--- src/axi_burst_pkg.sv ---
package axi_burst_pkg;

	// ============================================================
	// fixed AXI field widths
	// ============================================================

	// AxLEN carries beats minus one
	localparam int LEN_WIDTH   = 8;

	// AxBURST code width
	localparam int BURST_WIDTH = 2;

	// xRESP code width
	localparam int RESP_WIDTH  = 2;

	// ============================================================
	// burst and response codes
	// ============================================================

	// AxBURST encodings as the bus defines them
	typedef enum logic [BURST_WIDTH-1:0] {
		FIXED = 2'b00,
		INCR  = 2'b01,
		WRAP  = 2'b10,
		// reserved code, handled the same as INCR by this slave
		RSVD  = 2'b11
	} burst_e;

	// BRESP / RRESP encodings
	// only OKAY is ever returned here
	typedef enum logic [RESP_WIDTH-1:0] {
		OKAY   = 2'b00,
		EXOKAY = 2'b01,
		SLVERR = 2'b10,
		DECERR = 2'b11
	} resp_e;

endpackage

--- src/mem_port_if.sv ---
`timescale 1ns/1ps

interface mem_port_if #(
	parameter int DATA_WIDTH = 32,
	parameter int MEM_WORDS  = 16
);

	// word index into the RAM
	localparam int IDX_WIDTH = $clog2(MEM_WORDS);

	logic                    en;
	logic [IDX_WIDTH-1:0]    addr;
	logic [DATA_WIDTH-1:0]   wdata;
	// one strobe bit per byte lane
	logic [DATA_WIDTH/8-1:0] wstrb;
	// registered read data, one cycle after en
	logic [DATA_WIDTH-1:0]   rdata;

	// controller side drives the request
	modport ctrl (output en, output addr, output wdata, output wstrb, input rdata);

	// memory side answers with rdata
	modport mem (input en, input addr, input wdata, input wstrb, output rdata);

endinterface

--- src/burst_addr_gen.sv ---
`timescale 1ns/1ps

module burst_addr_gen #(
	parameter int ADDR_WIDTH = 6,
	parameter int DATA_WIDTH = 32
) (
	input  logic [ADDR_WIDTH-1:0]                addr,
	input  logic [axi_burst_pkg::LEN_WIDTH-1:0]  len,
	input  axi_burst_pkg::burst_e                burst,
	output logic [ADDR_WIDTH-1:0]                next_addr
);

	import axi_burst_pkg::*;

	// byte offset bits inside one data word
	localparam int WORD_LSB = $clog2(DATA_WIDTH/8);
	// width of the word part of the address
	localparam int WW = ADDR_WIDTH - WORD_LSB;

	logic [WW-1:0] word;
	logic [WW-1:0] word_inc;
	logic [WW-1:0] wrap_mask;
	logic [WW-1:0] wrap_word;

	assign word     = addr[ADDR_WIDTH-1:WORD_LSB];
	assign word_inc = word + 1'b1;

	// container is len+1 words, so len itself is the low-bit mask
	assign wrap_mask = WW'(len);
	// upper bits pin the container, lower bits roll over inside it
	assign wrap_word = (word & ~wrap_mask) | (word_inc & wrap_mask);

	always_comb
	begin
		case (burst)
			FIXED:   next_addr = addr;
			WRAP:    next_addr = {wrap_word, {WORD_LSB{1'b0}}};
			// INCR and the reserved code step one word, offset cleared
			default: next_addr = {word_inc, {WORD_LSB{1'b0}}};
		endcase
	end

	// the container rule only holds for power-of-two beat counts
	always_comb
	begin
		if (burst == WRAP)
			assert #0 (len == 1 || len == 3 || len == 7 || len == 15)
				else $error("wrap burst with unsupported len %0d", len);
	end

endmodule

--- src/axi_write_ctrl.sv ---
`timescale 1ns/1ps

module axi_write_ctrl #(
	parameter int DATA_WIDTH = 32,
	parameter int ADDR_WIDTH = 6,
	parameter int MEM_WORDS  = 16
) (
	input  logic                               S_AXI_ACLK,
	input  logic                               S_AXI_ARESETN,
	input  logic [ADDR_WIDTH-1:0]              awaddr,
	input  logic [axi_burst_pkg::LEN_WIDTH-1:0] awlen,
	input  axi_burst_pkg::burst_e              awburst,
	input  logic                               awvalid,
	output logic                               awready,
	input  logic [DATA_WIDTH-1:0]              wdata,
	input  logic [DATA_WIDTH/8-1:0]            wstrb,
	input  logic                               wlast,
	input  logic                               wvalid,
	output logic                               wready,
	output axi_burst_pkg::resp_e               bresp,
	output logic                               bvalid,
	input  logic                               bready,
	input  logic                               rd_busy,
	output logic                               wr_busy,
	mem_port_if.ctrl                           mem
);

	import axi_burst_pkg::*;

	localparam int WORD_LSB  = $clog2(DATA_WIDTH/8);
	localparam int IDX_WIDTH = $clog2(MEM_WORDS);

	typedef enum logic [1:0] {W_IDLE, W_DATA, W_RESP} wstate_e;

	wstate_e               state;
	logic [ADDR_WIDTH-1:0] addr_q;
	logic [ADDR_WIDTH-1:0] next_addr;
	logic [LEN_WIDTH-1:0]  len_q;
	burst_e                burst_q;
	logic [LEN_WIDTH-1:0]  beat_cnt;
	logic                  aw_hs;
	logic                  w_hs;

	assign aw_hs = awvalid && awready;
	assign w_hs  = wvalid && wready;

	// handshake outputs come straight from the state register
	assign wready  = (state == W_DATA);
	assign bvalid  = (state == W_RESP);
	assign bresp   = OKAY;
	// a raised awready already commits the slave to this write
	assign wr_busy = (state != W_IDLE) || awready;

	// ============================================================
	// RAM write port
	// ============================================================
	// each accepted beat lands at the edge that accepts it
	assign mem.en    = w_hs;
	assign mem.addr  = addr_q[WORD_LSB +: IDX_WIDTH];
	assign mem.wdata = wdata;
	assign mem.wstrb = wstrb;

	burst_addr_gen #(
		.ADDR_WIDTH(ADDR_WIDTH),
		.DATA_WIDTH(DATA_WIDTH)
	) addr_gen_i (
		.addr     (addr_q),
		.len      (len_q),
		.burst    (burst_q),
		.next_addr(next_addr)
	);

	// ============================================================
	// FSM
	// ============================================================
	always_ff @(posedge S_AXI_ACLK)
	begin
		if (!S_AXI_ARESETN)
		begin
			state    <= W_IDLE;
			awready  <= 1'b0;
			beat_cnt <= '0;
		end
		else
		begin
			case (state)
				W_IDLE:
				begin
					if (aw_hs)
					begin
						awready  <= 1'b0;
						beat_cnt <= '0;
						state    <= W_DATA;
					end
					else
						// hold off while a read burst owns the slave
						awready <= awvalid && !rd_busy;
				end
				W_DATA:
				begin
					if (w_hs)
					begin
						beat_cnt <= beat_cnt + 1'b1;
						if (wlast)
							state <= W_RESP;
					end
				end
				W_RESP:
				begin
					// free only after the B handshake
					if (bready)
						state <= W_IDLE;
				end
				default: state <= W_IDLE;
			endcase
		end
	end

	// burst payload latched at AW and stepped per beat
	always_ff @(posedge S_AXI_ACLK)
	begin
		if (aw_hs)
		begin
			addr_q  <= awaddr;
			len_q   <= awlen;
			burst_q <= awburst;
		end
		else if (w_hs)
			addr_q <= next_addr;
	end

	// master must mark exactly beat awlen+1 as last
	a_wlast_beat: assert property (@(posedge S_AXI_ACLK) disable iff (!S_AXI_ARESETN)
		w_hs |-> (wlast == (beat_cnt == len_q)))
		else $error("wlast does not match beat count %0d of len %0d", beat_cnt, len_q);

endmodule

--- src/axi_read_ctrl.sv ---
`timescale 1ns/1ps

module axi_read_ctrl #(
	parameter int DATA_WIDTH = 32,
	parameter int ADDR_WIDTH = 6,
	parameter int MEM_WORDS  = 16
) (
	input  logic                               S_AXI_ACLK,
	input  logic                               S_AXI_ARESETN,
	input  logic [ADDR_WIDTH-1:0]              araddr,
	input  logic [axi_burst_pkg::LEN_WIDTH-1:0] arlen,
	input  axi_burst_pkg::burst_e              arburst,
	input  logic                               arvalid,
	output logic                               arready,
	input  logic                               awvalid,
	output logic [DATA_WIDTH-1:0]              rdata,
	output axi_burst_pkg::resp_e               rresp,
	output logic                               rlast,
	output logic                               rvalid,
	input  logic                               rready,
	input  logic                               wr_busy,
	output logic                               rd_busy,
	mem_port_if.ctrl                           mem
);

	import axi_burst_pkg::*;

	localparam int WORD_LSB  = $clog2(DATA_WIDTH/8);
	localparam int IDX_WIDTH = $clog2(MEM_WORDS);

	typedef enum logic [1:0] {R_IDLE, R_FETCH, R_DATA} rstate_e;

	rstate_e               state;
	logic [ADDR_WIDTH-1:0] addr_q;
	logic [ADDR_WIDTH-1:0] next_addr;
	logic [LEN_WIDTH-1:0]  len_q;
	burst_e                burst_q;
	logic [LEN_WIDTH-1:0]  beat_cnt;
	logic                  ar_hs;
	logic                  r_hs;

	assign ar_hs = arvalid && arready;
	assign r_hs  = rvalid && rready;

	// R_FETCH is the one-cycle gap while the RAM reads
	assign rvalid  = (state == R_DATA);
	assign rlast   = rvalid && (beat_cnt == len_q);
	assign rresp   = OKAY;
	// RAM output register holds between fetches
	assign rdata   = mem.rdata;
	assign rd_busy = (state != R_IDLE) || arready;

	// ============================================================
	// RAM read port
	// ============================================================
	assign mem.en    = (state == R_FETCH);
	assign mem.addr  = addr_q[WORD_LSB +: IDX_WIDTH];
	// read side never writes
	assign mem.wdata = '0;
	assign mem.wstrb = '0;

	burst_addr_gen #(
		.ADDR_WIDTH(ADDR_WIDTH),
		.DATA_WIDTH(DATA_WIDTH)
	) addr_gen_i (
		.addr     (addr_q),
		.len      (len_q),
		.burst    (burst_q),
		.next_addr(next_addr)
	);

	// ============================================================
	// FSM
	// ============================================================
	always_ff @(posedge S_AXI_ACLK)
	begin
		if (!S_AXI_ARESETN)
		begin
			state    <= R_IDLE;
			arready  <= 1'b0;
			beat_cnt <= '0;
		end
		else
		begin
			case (state)
				R_IDLE:
				begin
					if (ar_hs)
					begin
						arready  <= 1'b0;
						beat_cnt <= '0;
						state    <= R_FETCH;
					end
					else
						// a pending write address always goes first
						arready <= arvalid && !wr_busy && !awvalid;
				end
				R_FETCH:
					state <= R_DATA;
				R_DATA:
				begin
					if (r_hs)
					begin
						if (beat_cnt == len_q)
							state <= R_IDLE;
						else
						begin
							beat_cnt <= beat_cnt + 1'b1;
							state    <= R_FETCH;
						end
					end
				end
				default: state <= R_IDLE;
			endcase
		end
	end

	// address steps right after each fetch, ready for the next one
	always_ff @(posedge S_AXI_ACLK)
	begin
		if (ar_hs)
		begin
			addr_q  <= araddr;
			len_q   <= arlen;
			burst_q <= arburst;
		end
		else if (state == R_FETCH)
			addr_q <= next_addr;
	end

	// data from the RAM register must not move under a stalled beat
	a_rdata_stable: assert property (@(posedge S_AXI_ACLK) disable iff (!S_AXI_ARESETN)
		rvalid && !rready |=> $stable(rdata))
		else $error("rdata changed while rvalid high and rready low");

endmodule

--- src/byte_lane_ram.sv ---
`timescale 1ns/1ps

module byte_lane_ram #(
	parameter int DATA_WIDTH = 32,
	parameter int MEM_WORDS  = 16
) (
	input  logic    S_AXI_ACLK,
	mem_port_if.mem wr,
	mem_port_if.mem rd
);

	localparam int LANES = DATA_WIDTH / 8;

	// lanes drive disjoint slices of the read word
	wire [DATA_WIDTH-1:0] rd_word;

	genvar lane;

	// ============================================================
	// one byte-wide array per lane
	// ============================================================
	generate
		for (lane = 0; lane < LANES; lane = lane + 1)
		begin : g_lane
			logic [7:0] lane_mem [MEM_WORDS];
			logic [7:0] rd_byte;

			// lane written only when its strobe bit is set
			always_ff @(posedge S_AXI_ACLK)
			begin
				if (wr.en && wr.wstrb[lane])
					lane_mem[wr.addr] <= wr.wdata[lane*8 +: 8];
			end

			// registered read, held while en is low
			always_ff @(posedge S_AXI_ACLK)
			begin
				if (rd.en)
					rd_byte <= lane_mem[rd.addr];
			end

			assign rd_word[lane*8 +: 8] = rd_byte;
		end
	endgenerate

	assign rd.rdata = rd_word;
	// write port has no read-back path
	assign wr.rdata = '0;

endmodule

--- src/axi_burst_ram.sv ---
`timescale 1ns/1ps

module axi_burst_ram #(
	parameter int DATA_WIDTH = 32,
	parameter int ADDR_WIDTH = 6,
	parameter int MEM_WORDS  = 16
) (
	input  logic                                 S_AXI_ACLK,
	input  logic                                 S_AXI_ARESETN,

	// ============================================================
	// write address channel
	// ============================================================
	input  logic [ADDR_WIDTH-1:0]                awaddr,
	input  logic [axi_burst_pkg::LEN_WIDTH-1:0]   awlen,
	input  logic [axi_burst_pkg::BURST_WIDTH-1:0] awburst,
	input  logic                                 awvalid,
	output logic                                 awready,

	// write data channel
	input  logic [DATA_WIDTH-1:0]                wdata,
	input  logic [DATA_WIDTH/8-1:0]              wstrb,
	input  logic                                 wlast,
	input  logic                                 wvalid,
	output logic                                 wready,

	// write response channel
	output logic [axi_burst_pkg::RESP_WIDTH-1:0]  bresp,
	output logic                                 bvalid,
	input  logic                                 bready,

	// ============================================================
	// read address channel
	// ============================================================
	input  logic [ADDR_WIDTH-1:0]                araddr,
	input  logic [axi_burst_pkg::LEN_WIDTH-1:0]   arlen,
	input  logic [axi_burst_pkg::BURST_WIDTH-1:0] arburst,
	input  logic                                 arvalid,
	output logic                                 arready,

	// read data channel
	output logic [DATA_WIDTH-1:0]                rdata,
	output logic [axi_burst_pkg::RESP_WIDTH-1:0]  rresp,
	output logic                                 rlast,
	output logic                                 rvalid,
	input  logic                                 rready
);

	import axi_burst_pkg::*;

	// each side tells the other when it owns the slave
	logic wr_busy;
	logic rd_busy;

	// separate RAM ports for the two controllers
	mem_port_if #(.DATA_WIDTH(DATA_WIDTH), .MEM_WORDS(MEM_WORDS)) wr_port ();
	mem_port_if #(.DATA_WIDTH(DATA_WIDTH), .MEM_WORDS(MEM_WORDS)) rd_port ();

	axi_write_ctrl #(
		.DATA_WIDTH(DATA_WIDTH),
		.ADDR_WIDTH(ADDR_WIDTH),
		.MEM_WORDS (MEM_WORDS)
	) wr_ctrl_i (
		.S_AXI_ACLK   (S_AXI_ACLK),
		.S_AXI_ARESETN(S_AXI_ARESETN),
		.awaddr       (awaddr),
		.awlen        (awlen),
		.awburst      (burst_e'(awburst)),
		.awvalid      (awvalid),
		.awready      (awready),
		.wdata        (wdata),
		.wstrb        (wstrb),
		.wlast        (wlast),
		.wvalid       (wvalid),
		.wready       (wready),
		.bresp        (bresp),
		.bvalid       (bvalid),
		.bready       (bready),
		.rd_busy      (rd_busy),
		.wr_busy      (wr_busy),
		.mem          (wr_port)
	);

	axi_read_ctrl #(
		.DATA_WIDTH(DATA_WIDTH),
		.ADDR_WIDTH(ADDR_WIDTH),
		.MEM_WORDS (MEM_WORDS)
	) rd_ctrl_i (
		.S_AXI_ACLK   (S_AXI_ACLK),
		.S_AXI_ARESETN(S_AXI_ARESETN),
		.araddr       (araddr),
		.arlen        (arlen),
		.arburst      (burst_e'(arburst)),
		.arvalid      (arvalid),
		.arready      (arready),
		.awvalid      (awvalid),
		.rdata        (rdata),
		.rresp        (rresp),
		.rlast        (rlast),
		.rvalid       (rvalid),
		.rready       (rready),
		.wr_busy      (wr_busy),
		.rd_busy      (rd_busy),
		.mem          (rd_port)
	);

	byte_lane_ram #(
		.DATA_WIDTH(DATA_WIDTH),
		.MEM_WORDS (MEM_WORDS)
	) ram_i (
		.S_AXI_ACLK(S_AXI_ACLK),
		.wr        (wr_port),
		.rd        (rd_port)
	);

endmodule

--- config.mk ---
export PLATFORM = sky130hd
export DESIGN_NAME = axi_burst_ram
export DESIGN_NICKNAME = d
export VERILOG_FILES = /design/src/axi_burst_pkg.sv /design/src/mem_port_if.sv /design/src/burst_addr_gen.sv /design/src/axi_write_ctrl.sv /design/src/axi_read_ctrl.sv /design/src/byte_lane_ram.sv /design/src/axi_burst_ram.sv
export SDC_FILE = /design/constraint.sdc
export NUM_CORES = 1
export LEC_CHECK = 0
export BUFFER_PORTS_ARGS = -buffer_cell sky130_fd_sc_hd__buf_2
export CAP_MARGIN = 15
export CORE_MARGIN = 2
export CORE_UTILIZATION = 57
export CTS_BUF_LIST = sky130_fd_sc_hd__clkbuf_8
export DETAILED_ROUTE_END_ITERATION = 8
export PLACE_DENSITY = 0.78
export SLEW_MARGIN = 10
export SYNTH_ARGS = -nofsm -noshare
export SYNTH_HDL_FRONTEND = slang
export SYNTH_HIERARCHICAL = 1
export SYNTH_SLANG_ARGS = --single-unit
--- constraint.sdc ---
create_clock -name S_AXI_ACLK -period 2.8 [get_ports S_AXI_ACLK]
set_clock_uncertainty 0.15 [all_clocks]
set_input_delay 0 -clock S_AXI_ACLK [delete_from_list [all_inputs] [get_ports S_AXI_ACLK]]
set_output_delay 0 -clock S_AXI_ACLK [all_outputs]
set_load 0.02 [all_outputs]
# [Word level (Yosys, flattened, before mapping)]
# Memory sizes are Yosys's and may differ from the RTL's. A register that Yosys moved wholly into a read port is not among the register bits.
# Index checks and enable logic that the tools add are counted.
[word_totals] regBits=42 ramBits=512 elab_cells=102 memories=4
[classes] add_sub_neg=3 n_eq_ne=16 n_mux=29 bitwise_logic=8 reduce_logical=31
[memory_table] memory="ram_i.g_lane[0].lane_mem" words=16 width=8 rd=1 rd_ports_with_merged_regs=1 wr=1 line_no="byte_lane_ram.sv:25" rtl="logic [7:0] lane_mem [MEM_WORDS];"
[memory_table] memory="ram_i.g_lane[1].lane_mem" words=16 width=8 rd=1 rd_ports_with_merged_regs=1 wr=1 line_no="byte_lane_ram.sv:25"
[memory_table] memory="ram_i.g_lane[2].lane_mem" words=16 width=8 rd=1 rd_ports_with_merged_regs=1 wr=1 line_no="byte_lane_ram.sv:25"
[memory_table] memory="ram_i.g_lane[3].lane_mem" words=16 width=8 rd=1 rd_ports_with_merged_regs=1 wr=1 line_no="byte_lane_ram.sv:25"
[op_table] op="2-to-1 mux 6 bit" count=4
[op_table] op="2-to-1 mux 8 bit" count=3
[op_table] op="case mux 6 bit (2 select lines)" count=2
[op_table] op="bitwise AND 4 bit" count=4
[op_table] op="case mux 8 bit (2 select lines)" count=1
[op_table] op="logical AND 1 bit" count=12
[op_table] op="2-to-1 mux 2 bit" count=6
[op_table] op="inequality test 2 x 1 -> 1 bit, second input constant" count=6
[op_table] op="case mux 2 bit (3 select lines)" count=2
[op_table] op="2-to-1 mux 1 bit" count=11
[op_table] op="nonzero test 2 bit" count=5
[op_table] op="adder 4 x 1 -> 4 bit, second input constant" count=2
[op_table] op="adder 8 x 1 -> 8 bit, second input constant" count=1
[op_table] op="== test 2 bit, second input constant" count=4
[op_table] op="== test 8 bit" count=1
[op_table] op="logical NOT 2 bit" count=4
[op_table] op="NOT 4 bit" count=2
[op_table] op="OR 4 bit" count=2
[op_table] op="AND reduction 4 bit" count=2
[op_table] op="inequality test 2 bit, second input constant" count=3
[op_table] op="AND reduction 2 bit" count=3
[op_table] op="== test 2 x 1 -> 1 bit, second input constant" count=2
[op_table] op="logical NOT 1 bit" count=3
[op_table] op="logical OR 1 bit" count=2

# [Depth between registers and ports, before layout]
# Gate-level depths: netlist of run 1.
[logic_depth] ltp_word=6 ltp_mapped=7 mapped_depth_nobuf=5

# [By module]
# The synthesis of run 1 kept the hierarchy.
[by_module_without_submodules] module="byte_lane_ram" instances=1 cells_per_inst=942 area_per_inst_um2=20663.6 seq_area_each_um2=16335.7
[by_module_without_submodules] module="axi_read_ctrl" instances=1 cells_per_inst=188 area_per_inst_um2=1834.3 seq_area_each_um2=700.7
[by_module_without_submodules] module="axi_write_ctrl" instances=1 cells_per_inst=85 area_per_inst_um2=1064.8 seq_area_each_um2=540.5
[by_module_without_submodules] module="burst_addr_gen" instances=2 cells_per_inst=14 area_per_inst_um2=108.9 seq_area_each_um2=0.0

# [Least setup slack after synthesis of run 1]
# No wires, ideal clock.
[synth_path] path_type="reg-to-reg" startpoint="register rd_ctrl_i.state[1]" endpoint="register rd_ctrl_i.addr_q[0], enable pin" setup_time_ns=0.323 arrival_time_ns=2.386 required_time_ns=2.327 path_slack_ns=-0.059 stages_incl_launch_ff=4 synth_period_minus_slack_ns=2.859 path_cell_list="dfxtp_1 > clkbuf_1 > nor2b_1 > nand2b_1"
[synth_via] elab_chain_cells=3
[synth_lines] element="start, declared" line_no="axi_read_ctrl.sv:33" rtl="rstate_e state;"
[synth_lines] element="start signal, assigned" line_no="axi_read_ctrl.sv:79" rtl="state <= R_IDLE;"
[synth_lines] element="start signal, assigned" line_no="axi_read_ctrl.sv:92" rtl="state <= R_FETCH;"
[synth_lines] element="start signal, assigned" line_no="axi_read_ctrl.sv:99" rtl="state <= R_DATA;"
[synth_lines] element="== test 2 x 1 -> 1 bit"
[synth_lines] element="via rd_port.en" line_no="mem_port_if.sv:11" rtl="logic en;"
[synth_lines] element="nonzero test 2 bit (no source line)"
[synth_lines] element="AND reduction 2 bit (no source line)"
[synth_lines] element="end signal, assigned" line_no="axi_read_ctrl.sv:123" rtl="addr_q <= araddr;"
[synth_lines] element="end signal, assigned" line_no="axi_read_ctrl.sv:128" rtl="addr_q <= next_addr;"
[synth_lines] element="end, declared" line_no="axi_read_ctrl.sv:34" rtl="logic [ADDR_WIDTH-1:0] addr_q;"
# The timed path passes the listed nets, and every way through them passes these cells.
# A chain may end at the register's enable or synchronous reset.

# [Worst setup path in the final report of run 1]
[layout_path] startpoint="register rd_ctrl_i.state[1]" endpoint="register rd_ctrl_i.beat_cnt[6]"
[layout_via] elab_chain_cells=4 word_cells_on_any_way=9 cone_classes="eq/ne (4); mux (1); reduce/logical (4)"
[layout_lines] element="== test 2 bit" line_no="axi_read_ctrl.sv:46, axi_read_ctrl.sv:85"
[layout_lines] element="logical AND 1 bit" line_no="axi_read_ctrl.sv:43" rtl="assign r_hs = rvalid && rready;"
[layout_lines] element="inequality test 2 bit (no source line)"
[layout_lines] element="AND reduction 4 bit (no source line)"
[layout_lines] element="end signal, assigned" line_no="axi_read_ctrl.sv:108" rtl="beat_cnt <= beat_cnt + 1'b1;"
[layout_lines] element="end, declared" line_no="axi_read_ctrl.sv:38" rtl="logic [LEN_WIDTH-1:0] beat_cnt;"
# Parallel ways exist; a longest one is shown, timed or not.

==> results of run 1 <==
## area by class of cell
class / instances / area (sq um) / share of cell area [%]
timing repair buffer: 281 / 2230 / 8.37
multi-input combinational: 438 / 4760 / 17.9
clock buffer: 94 / 1290 / 4.86
sequential: 582 / 17300 / 65.2
tap: 525 / 657 / 2.47
inverter: 6 / 22.5 / 0.0847
clock inverter: 61 / 304 / 1.14
## sequential cells by signal, indices dropped and copies added, names as in the netlist
register               count
rd_ctrl_i/addr_q           4
wr_ctrl_i/state            2
wr_ctrl_i/addr_q           4
wr_ctrl_i/len_q            4
ram_i/g_lane.rd_byte      32
wr_ctrl_i/awready          1
rd_ctrl_i/beat_cnt         8
rd_ctrl_i/arready          1
rd_ctrl_i/len_q            8
rd_ctrl_i/state            2
ram_i/g_lane.lane_mem    512
wr_ctrl_i/burst_q          2
rd_ctrl_i/burst_q          2
## worst max path at each step
stage,start,endpoint,slack [ns],cells past startpoint
finish,rd_ctrl_i/state[1],rd_ctrl_i/beat_cnt[6],0.24,5
global route,rd_ctrl_i/state[1],rd_ctrl_i/beat_cnt[6],0.09,5
CTS,rd_ctrl_i/addr_q[3],rd_ctrl_i/addr_q[3],0.27,5
detailed placement,rd_ctrl_i/addr_q[2],ram_i/g_lane[1].rd_byte[2],0.44,5
global placement,rd_ctrl_i/addr_q[2],ram_i/g_lane[1].rd_byte[7],0.47,5
floorplan,rd_ctrl_i/state[1],rd_ctrl_i/addr_q[2],0.62,3
## routing by layer
| layer | routed length (um) | part of all wire (%) |
|---|---|---|
| met4 | 1220 | 2.6 |
| met3 | 3570 | 7.6 |
| met5 | 13 | 0.028 |
| met1 | 18000 | 38 |
| met2 | 24300 | 52 |
## worst max-delay path: cells and delay by family (launching register included)
family,cells,cell delay (ns)
buffers and inverters,1,0.56
flip-flops,1,0.67
AO/OA/AOI/OAI,3,0.92
AND/OR/NAND/NOR,1,0.21
## power by group
part / leakage (nW) / internal, mW / switching, mW / total, mW
clock: 0.930 / 3.27 / 3.06 / 6.32
sequential: 5.22 / 9.59 / 0.0289 / 9.62
combinational: 2.78 / 0.300 / 0.349 / 0.649
## stage by stage
| stage | power (mW) | hold slack (ns) |
|---|---|---|
| 3_5_place_dp | 10.3 | 0.0281 |
| 4_1_cts | 16.7 | 0.0321 |
| 2_1_floorplan | 10.2 | -0.0511 |
| 5_1_grt | 17.1 | 0.132 |
| 6_report | 16.6 | 0.0756 |
| 3_3_place_gp | 10.3 | 0.0265 |
## repair_timing
action,CTS,global route
buffers inserted,0,0
gates resized for setup,0,0
hold buffers,92,0
endpoints found under the hold margin,578,0
endpoints found under the setup margin,0,0
## placed cells by master, fill, tap and decap left out, types with 4 or more instances in the layout
cell type	instances
nand3_1	15
mux4_2	128
xnor2_1	10
clkinv_2	9
nand2_1	59
clkbuf_8	94
conb_1	4
dfxtp_1	14
buf_12	12
a22oi_1	64
inv_1	37
buf_4	72
nor2b_1	5
a21oi_1	12
clkinv_1	16
edfxtp_1	568
buf_2	105
nor2_1	71
nand4_1	5
mux2_2	8
dlygate4sd3_1	92
==> out/summary.txt, run 1 <==
Element type at the critical path end = flip-flop
GR Util met1 = 30.1%
Clock period minus final worst setup slack = 2.56 ns
Unrepaired setup endpoints after global routing = false
Number of sinks on the clock net = 582
Leakage dissipation = 8.93 nW
Highest cell delay on the worst timing path = 0.67 ns
DR vias/cell = 5.86
Non-Filler Cell Area, Final = 26600 sq um
Final max-slew violation count = 0
Highest fanout seen on the critical path = 15
Clock slew at reported path FFs = 0.06 ns
Share of layout cells above drive strength 1 = 31.1%
Post-detailed-placement cell area = 24100 sq um
TritonCTS Buffers = 88
Via count of the routed design = 11600
Cells traversed along the worst timing path = nand4_1 -> o31ai_2 -> o21ai_1 -> a21oi_1 -> dlygate4sd3_1
Number of design rule violations left after detail routing = 0
Gate count after technology mapping = 1158
Count of cells along the worst register-to-register path = 5
Post-Place Cells = 1740
Core box area = 39700 sq um
Total global-route track usage = 23.2%
Number of antenna-violating nets in the routed design = 0
Final count of hold timing violations = 0
Smallest setup slack after layout = 0.241 ns
Source-to-sink clock delay at the later pin of the worst-skew pair = 0.64 ns
Maximum clock frequency = 391 MHz
H-tree depth = 3
Worst Setup Slack post-DPL = 0.443 ns
Hold-critical path depth = 4
Synthesized area divided by synthesized cell count = 19.8 sq um
Fraction of the cycle the final worst path needs = 91.4%
Fillcell total = 2469
Post-Synthesis Cell Area = 23000 sq um
Maximum buffer depth of the clock tree = 3
Via count of the first global-routing pass = 12100
Worst vdd rail ir drop = 0.510 mV
Crit Reg-Reg Endpoint = rd_ctrl_i/beat_cnt[6]
Synthesis-to-layout area growth = 15.9%
Placer congestion estimate = 0.786
Slew of the pin with the lowest slew margin = 1.18 ns
TritonRoute pass-1 iters = 5
Required arrival time at the worst endpoint = 3.24 ns
Fraction of the core area covered by cells at the end of the flow = 66.9%
Most Used Layer, Global Route = met2
# diodes = 0
Total half-perimeter wirelength after legalization and detailed placement = 28.0 mm
Worst r2r src = rd_ctrl_i/state[1]
Gr ovfl total = 0
Worst hold start = wstrb[3]
Pin count of the biggest net entering global routing = 33
Clock tree from TritonCTS = done
Count of boundary I/O pins = 118
Hold Crit Endpoint = ram_i/g_lane[3].lane_mem[15][3]
Die outline area = 41900 sq um
Outcome = finished clean
First-pass GRT wire length = 71.0 mm
Initial antenna violation count = 1
Max-cap violations = 0
Worst min-delay path class = primary input to flip-flop
Rows = 73
Category of the worst setup path launch point = flip-flop
Final cell count without fillers = 1987
Met3 track demand over resource in global routing = 4.65%
Number of buffer cells added on primary ports = 105
Crit path arrival time = 3.00 ns
Total number of yosys warnings = 6
Initial core utilization = 57.8%
Final Setup Violations = 0
Slew margin rel. = 20.9%
Setup Crit Path Kind = flip-flop to flip-flop
Drt initial violations = 1141
Routed wire length per instance = 23.7 um
Met2 track demand over resource = 39.1%
Total negative slack for setup checks = 0 ns
Final layout net count = 1476
Clk root buf = clkbuf_8
Die Y = 205 um
R2R Setup Slk = 0.24 ns
Power density normalized to cell area = 624 nW/um^2
DIE WIDTH = 205 um
Cell with the largest stage delay on the worst path = dfxtp_1
Final routed wirelength across all metal layers = 47.1 mm
No activity file was read; power rests on OpenSTA's default activity.
==> run 2: changes to the inputs <==
- CORE_MARGIN: 2 -> 10
==> run 2 against run 1 <==
Non-clock buffer count grew 2. Worst hold slack gained 0.038 ns. Maximum frequency shrank 5.1%. Setup slack lost 0.14 ns. Die area grew 16%. Largest power group unchanged. Sequential share of layout area grew 0.077 points. Combinational power shrank 0.9%. Highest routed layer is now met4.
==> out/summary.txt, run 2 (same netlist as run 1, synthesis figures left out) <==
Most flops, register = ram_i/g_lane.lane_mem
Required arrival time at the worst endpoint = 3.01 ns (-0.23 ns)
Number of sinks on the clock net = 582 (unchanged)
R2R Setup Slk = 0.11 ns (-0.14 ns)
Initial antenna violation count = 2 (+1)
Maximum clock frequency = 371 MHz (-5.1%)
Power density normalized to cell area = 621 nW/um^2 (-0.52%)
Source-to-sink clock delay at the later pin of the worst-skew pair = 0.62 ns (-0.02 ns)
Initial core utilization = 57.8% (unchanged)
Routed wire length per instance = 24.5 um (+3.3%)
Max-cap violations = 0 (unchanged)
Category of cells accounting for the largest share of critical-path delay = buffers and inverters
Share of layout cells above drive strength 1 = 31.1% (about the same)
Die Y = 221 um (+7.8%)
Rows = 73 (unchanged)
TritonRoute pass-1 iters = 5 (unchanged)
Post-layout total power = 16.5 mW (-0.64%)
Slew of the pin with the lowest slew margin = 0.710 ns (-0.473 ns)
Outcome = finished clean
Highest fanout seen on the critical path = 34 (+19)
Total global-route track usage = 20.4% (-2.8 points)
Hold Crit Endpoint = ram_i/g_lane[1].lane_mem[0][0]
Synthesis-to-layout area growth = 15.8%
Most common cell after layout, fill and taps aside = edfxtp_1
Setup Crit Path Kind = flip-flop to flip-flop
Leakage dissipation = 8.89 nW (-0.48%)
DR vias/cell = 5.88 (+0.39%)
Crit path arrival time = 2.91 ns (-0.09 ns)
Final max-slew violation count = 0 (unchanged)
First-pass GRT wire length = 74.2 mm (+4.5%)
Clock tree from TritonCTS = done
Final layout net count = 1477 (+0.068%)
Clock period minus final worst setup slack = 2.69 ns (+0.136 ns)
Worst min-delay path class = primary input to flip-flop
Worst vdd rail ir drop = 0.453 mV (-11%)
Worst Setup Slack post-DPL = 0.413 ns (-0.0302 ns)
Die outline area = 48700 sq um (+16%)
Hold-critical path depth = 4 (unchanged)
Total negative slack for setup checks = 0 ns (unchanged)
Pin count of the biggest net entering global routing = 68 (+110%)
Buffers inserted by post-CTS timing repair = 0 (unchanged)
Via count of the first global-routing pass = 12400 (+2.9%)
Worst r2r src = rd_ctrl_i/addr_q[2]
Number of antenna-violating nets in the routed design = 0 (unchanged)
Max reg flops = 512 (unchanged)
Highest cell delay on the worst timing path = 0.56 ns (-0.11 ns)
Clk root buf = clkbuf_8
Crit Reg-Reg Endpoint = rd_ctrl_i/addr_q[3]
TritonCTS Buffers = 87 (-1.1%)
Category of the worst setup path launch point = flip-flop
Number of design rule violations left after detail routing = 0 (unchanged)
Element type at the critical path end = flip-flop
Non-Filler Cell Area, Final = 26600 sq um (-0.12%)
Gr ovfl total = 0 (unchanged)
Total half-perimeter wirelength after legalization and detailed placement = 29.0 mm (+3.5%)
Clock slew at reported path FFs = 0.06 ns (about the same)
Unrepaired setup endpoints after global routing = false
Drt initial violations = 1081 (-5.3%)
Placer congestion estimate = 0.788 (+0.24%)
Count of cells along the worst register-to-register path = 5 (unchanged)
Final count of hold timing violations = 0 (unchanged)
Cell with the largest stage delay on the worst path = edfxtp_1
Launch point of the critical path = rd_ctrl_i/addr_q[2]
Post-detailed-placement cell area = 24000 sq um (-0.16%)
Fraction of the cycle the final worst path needs = 96.2% (+4.9 points)
Smallest setup slack after layout = 0.105 ns (-0.136 ns)
Core box area = 39700 sq um (unchanged)
Final Setup Violations = 0 (unchanged)
Via count of the routed design = 11700 (+0.59%)
Cells traversed along the worst timing path = clkbuf_16 -> ha_1 -> mux2_4 -> mux2_2 -> dlygate4sd3_1
Maximum buffer depth of the clock tree = 3 (unchanged)
Slew margin rel. = 52.4% (+31 points)
Registers with the most flip-flops = ram_i/g_lane.lane_mem (512), ram_i/g_lane.rd_byte (32)
Worst hold start = wstrb[1]
Commonest non-fill, non-tap cells in the layout = edfxtp_1 (568), mux4_2 (128), buf_2 (105), dlygate4sd3_1 (93), clkbuf_8 (91)
DIE WIDTH = 221 um (+7.8%)
Count of boundary I/O pins = 118 (unchanged)
Number of buffer cells added on primary ports = 105 (unchanged)
Buffering stage count on the worst path with inverters included = 2 (+1)
Final routed wirelength across all metal layers = 48.7 mm (+3.6%)
H-tree depth = 3 (unchanged)
## run 2: cell count changes in the layout (fill, tap and decap cells not counted), sizes merged
cell	before	now
clkinv	25	38
diode	0	1
inv	37	28
dlygate4sd3	92	93
clkbuf	94	92
## run 2: what timing repair did
item                                   4_1_cts  5_1_grt
gates resized for setup                      0        2
hold buffers                                93        0
endpoints found under the hold margin      564        0
setup endpoints to repair                    0        1
## run 2: area by class of cell
type                    instances  area [sq um]
diodes                          1          2.50
clock buffers                  91          1250
clock inverters                65           323
fillers                      2478         13200
inverters                       6          22.5
multi-input cells             438          4760
flip-flops and latches        582         17300
well taps                     525           657
repair buffers                283          2220
## run 2: tightest hold or removal path, stage by stage
cell	delay, ns
buf_2	0.11
nand2_1	0.26
nor2_1	0.17
buf_4	0.19
## run 2: stage by stage
step	utilization (%)	instances	hold slack (ns)
after global placement	60.5	1740	0.0267
after floorplan	-	1160	-0.0511
after detailed placement	60.5	1740	0.0286
after global routing	66.9	1990	0.138
after CTS	66.8	1989	0.0711
final	66.9	1991	0.114
## run 2: metal layers
| layer | vias to the layer above | track usage [%] | routed length, um |
|---|---|---|---|
| li1 | 5088 | - | - |
| met1 | 6021 | 25.6 | 18100 |
| met4 | 0 | 6.03 | 891 |
| met2 | 531 | 34.9 | 25500 |
| met5 | - | 0 | 0 |
| met3 | 73 | 4.75 | 4180 |
## run 2: worst max-delay path by stage
stage | depth (start not counted) | to
after global placement | 4 | ram_i/g_lane[2].rd_byte[1]
after global routing | 5 | rd_ctrl_i/addr_q[3]
after CTS | 5 | rd_ctrl_i/addr_q[3]
after detailed placement | 4 | ram_i/g_lane[2].rd_byte[1]
final | 5 | rd_ctrl_i/addr_q[3]
after floorplan | 3 | rd_ctrl_i/addr_q[2]
## run 2: power by group
part | total [mW] | switching (mW) | leakage [nW] | internal [mW]
clock network | 6.22 | 3.03 | 0.888 | 3.19
registers | 9.62 | 0.0320 | 5.22 | 9.59
logic | 0.643 | 0.344 | 2.78 | 0.299
total | 16.5 | 3.41 | 8.89 | 13.1
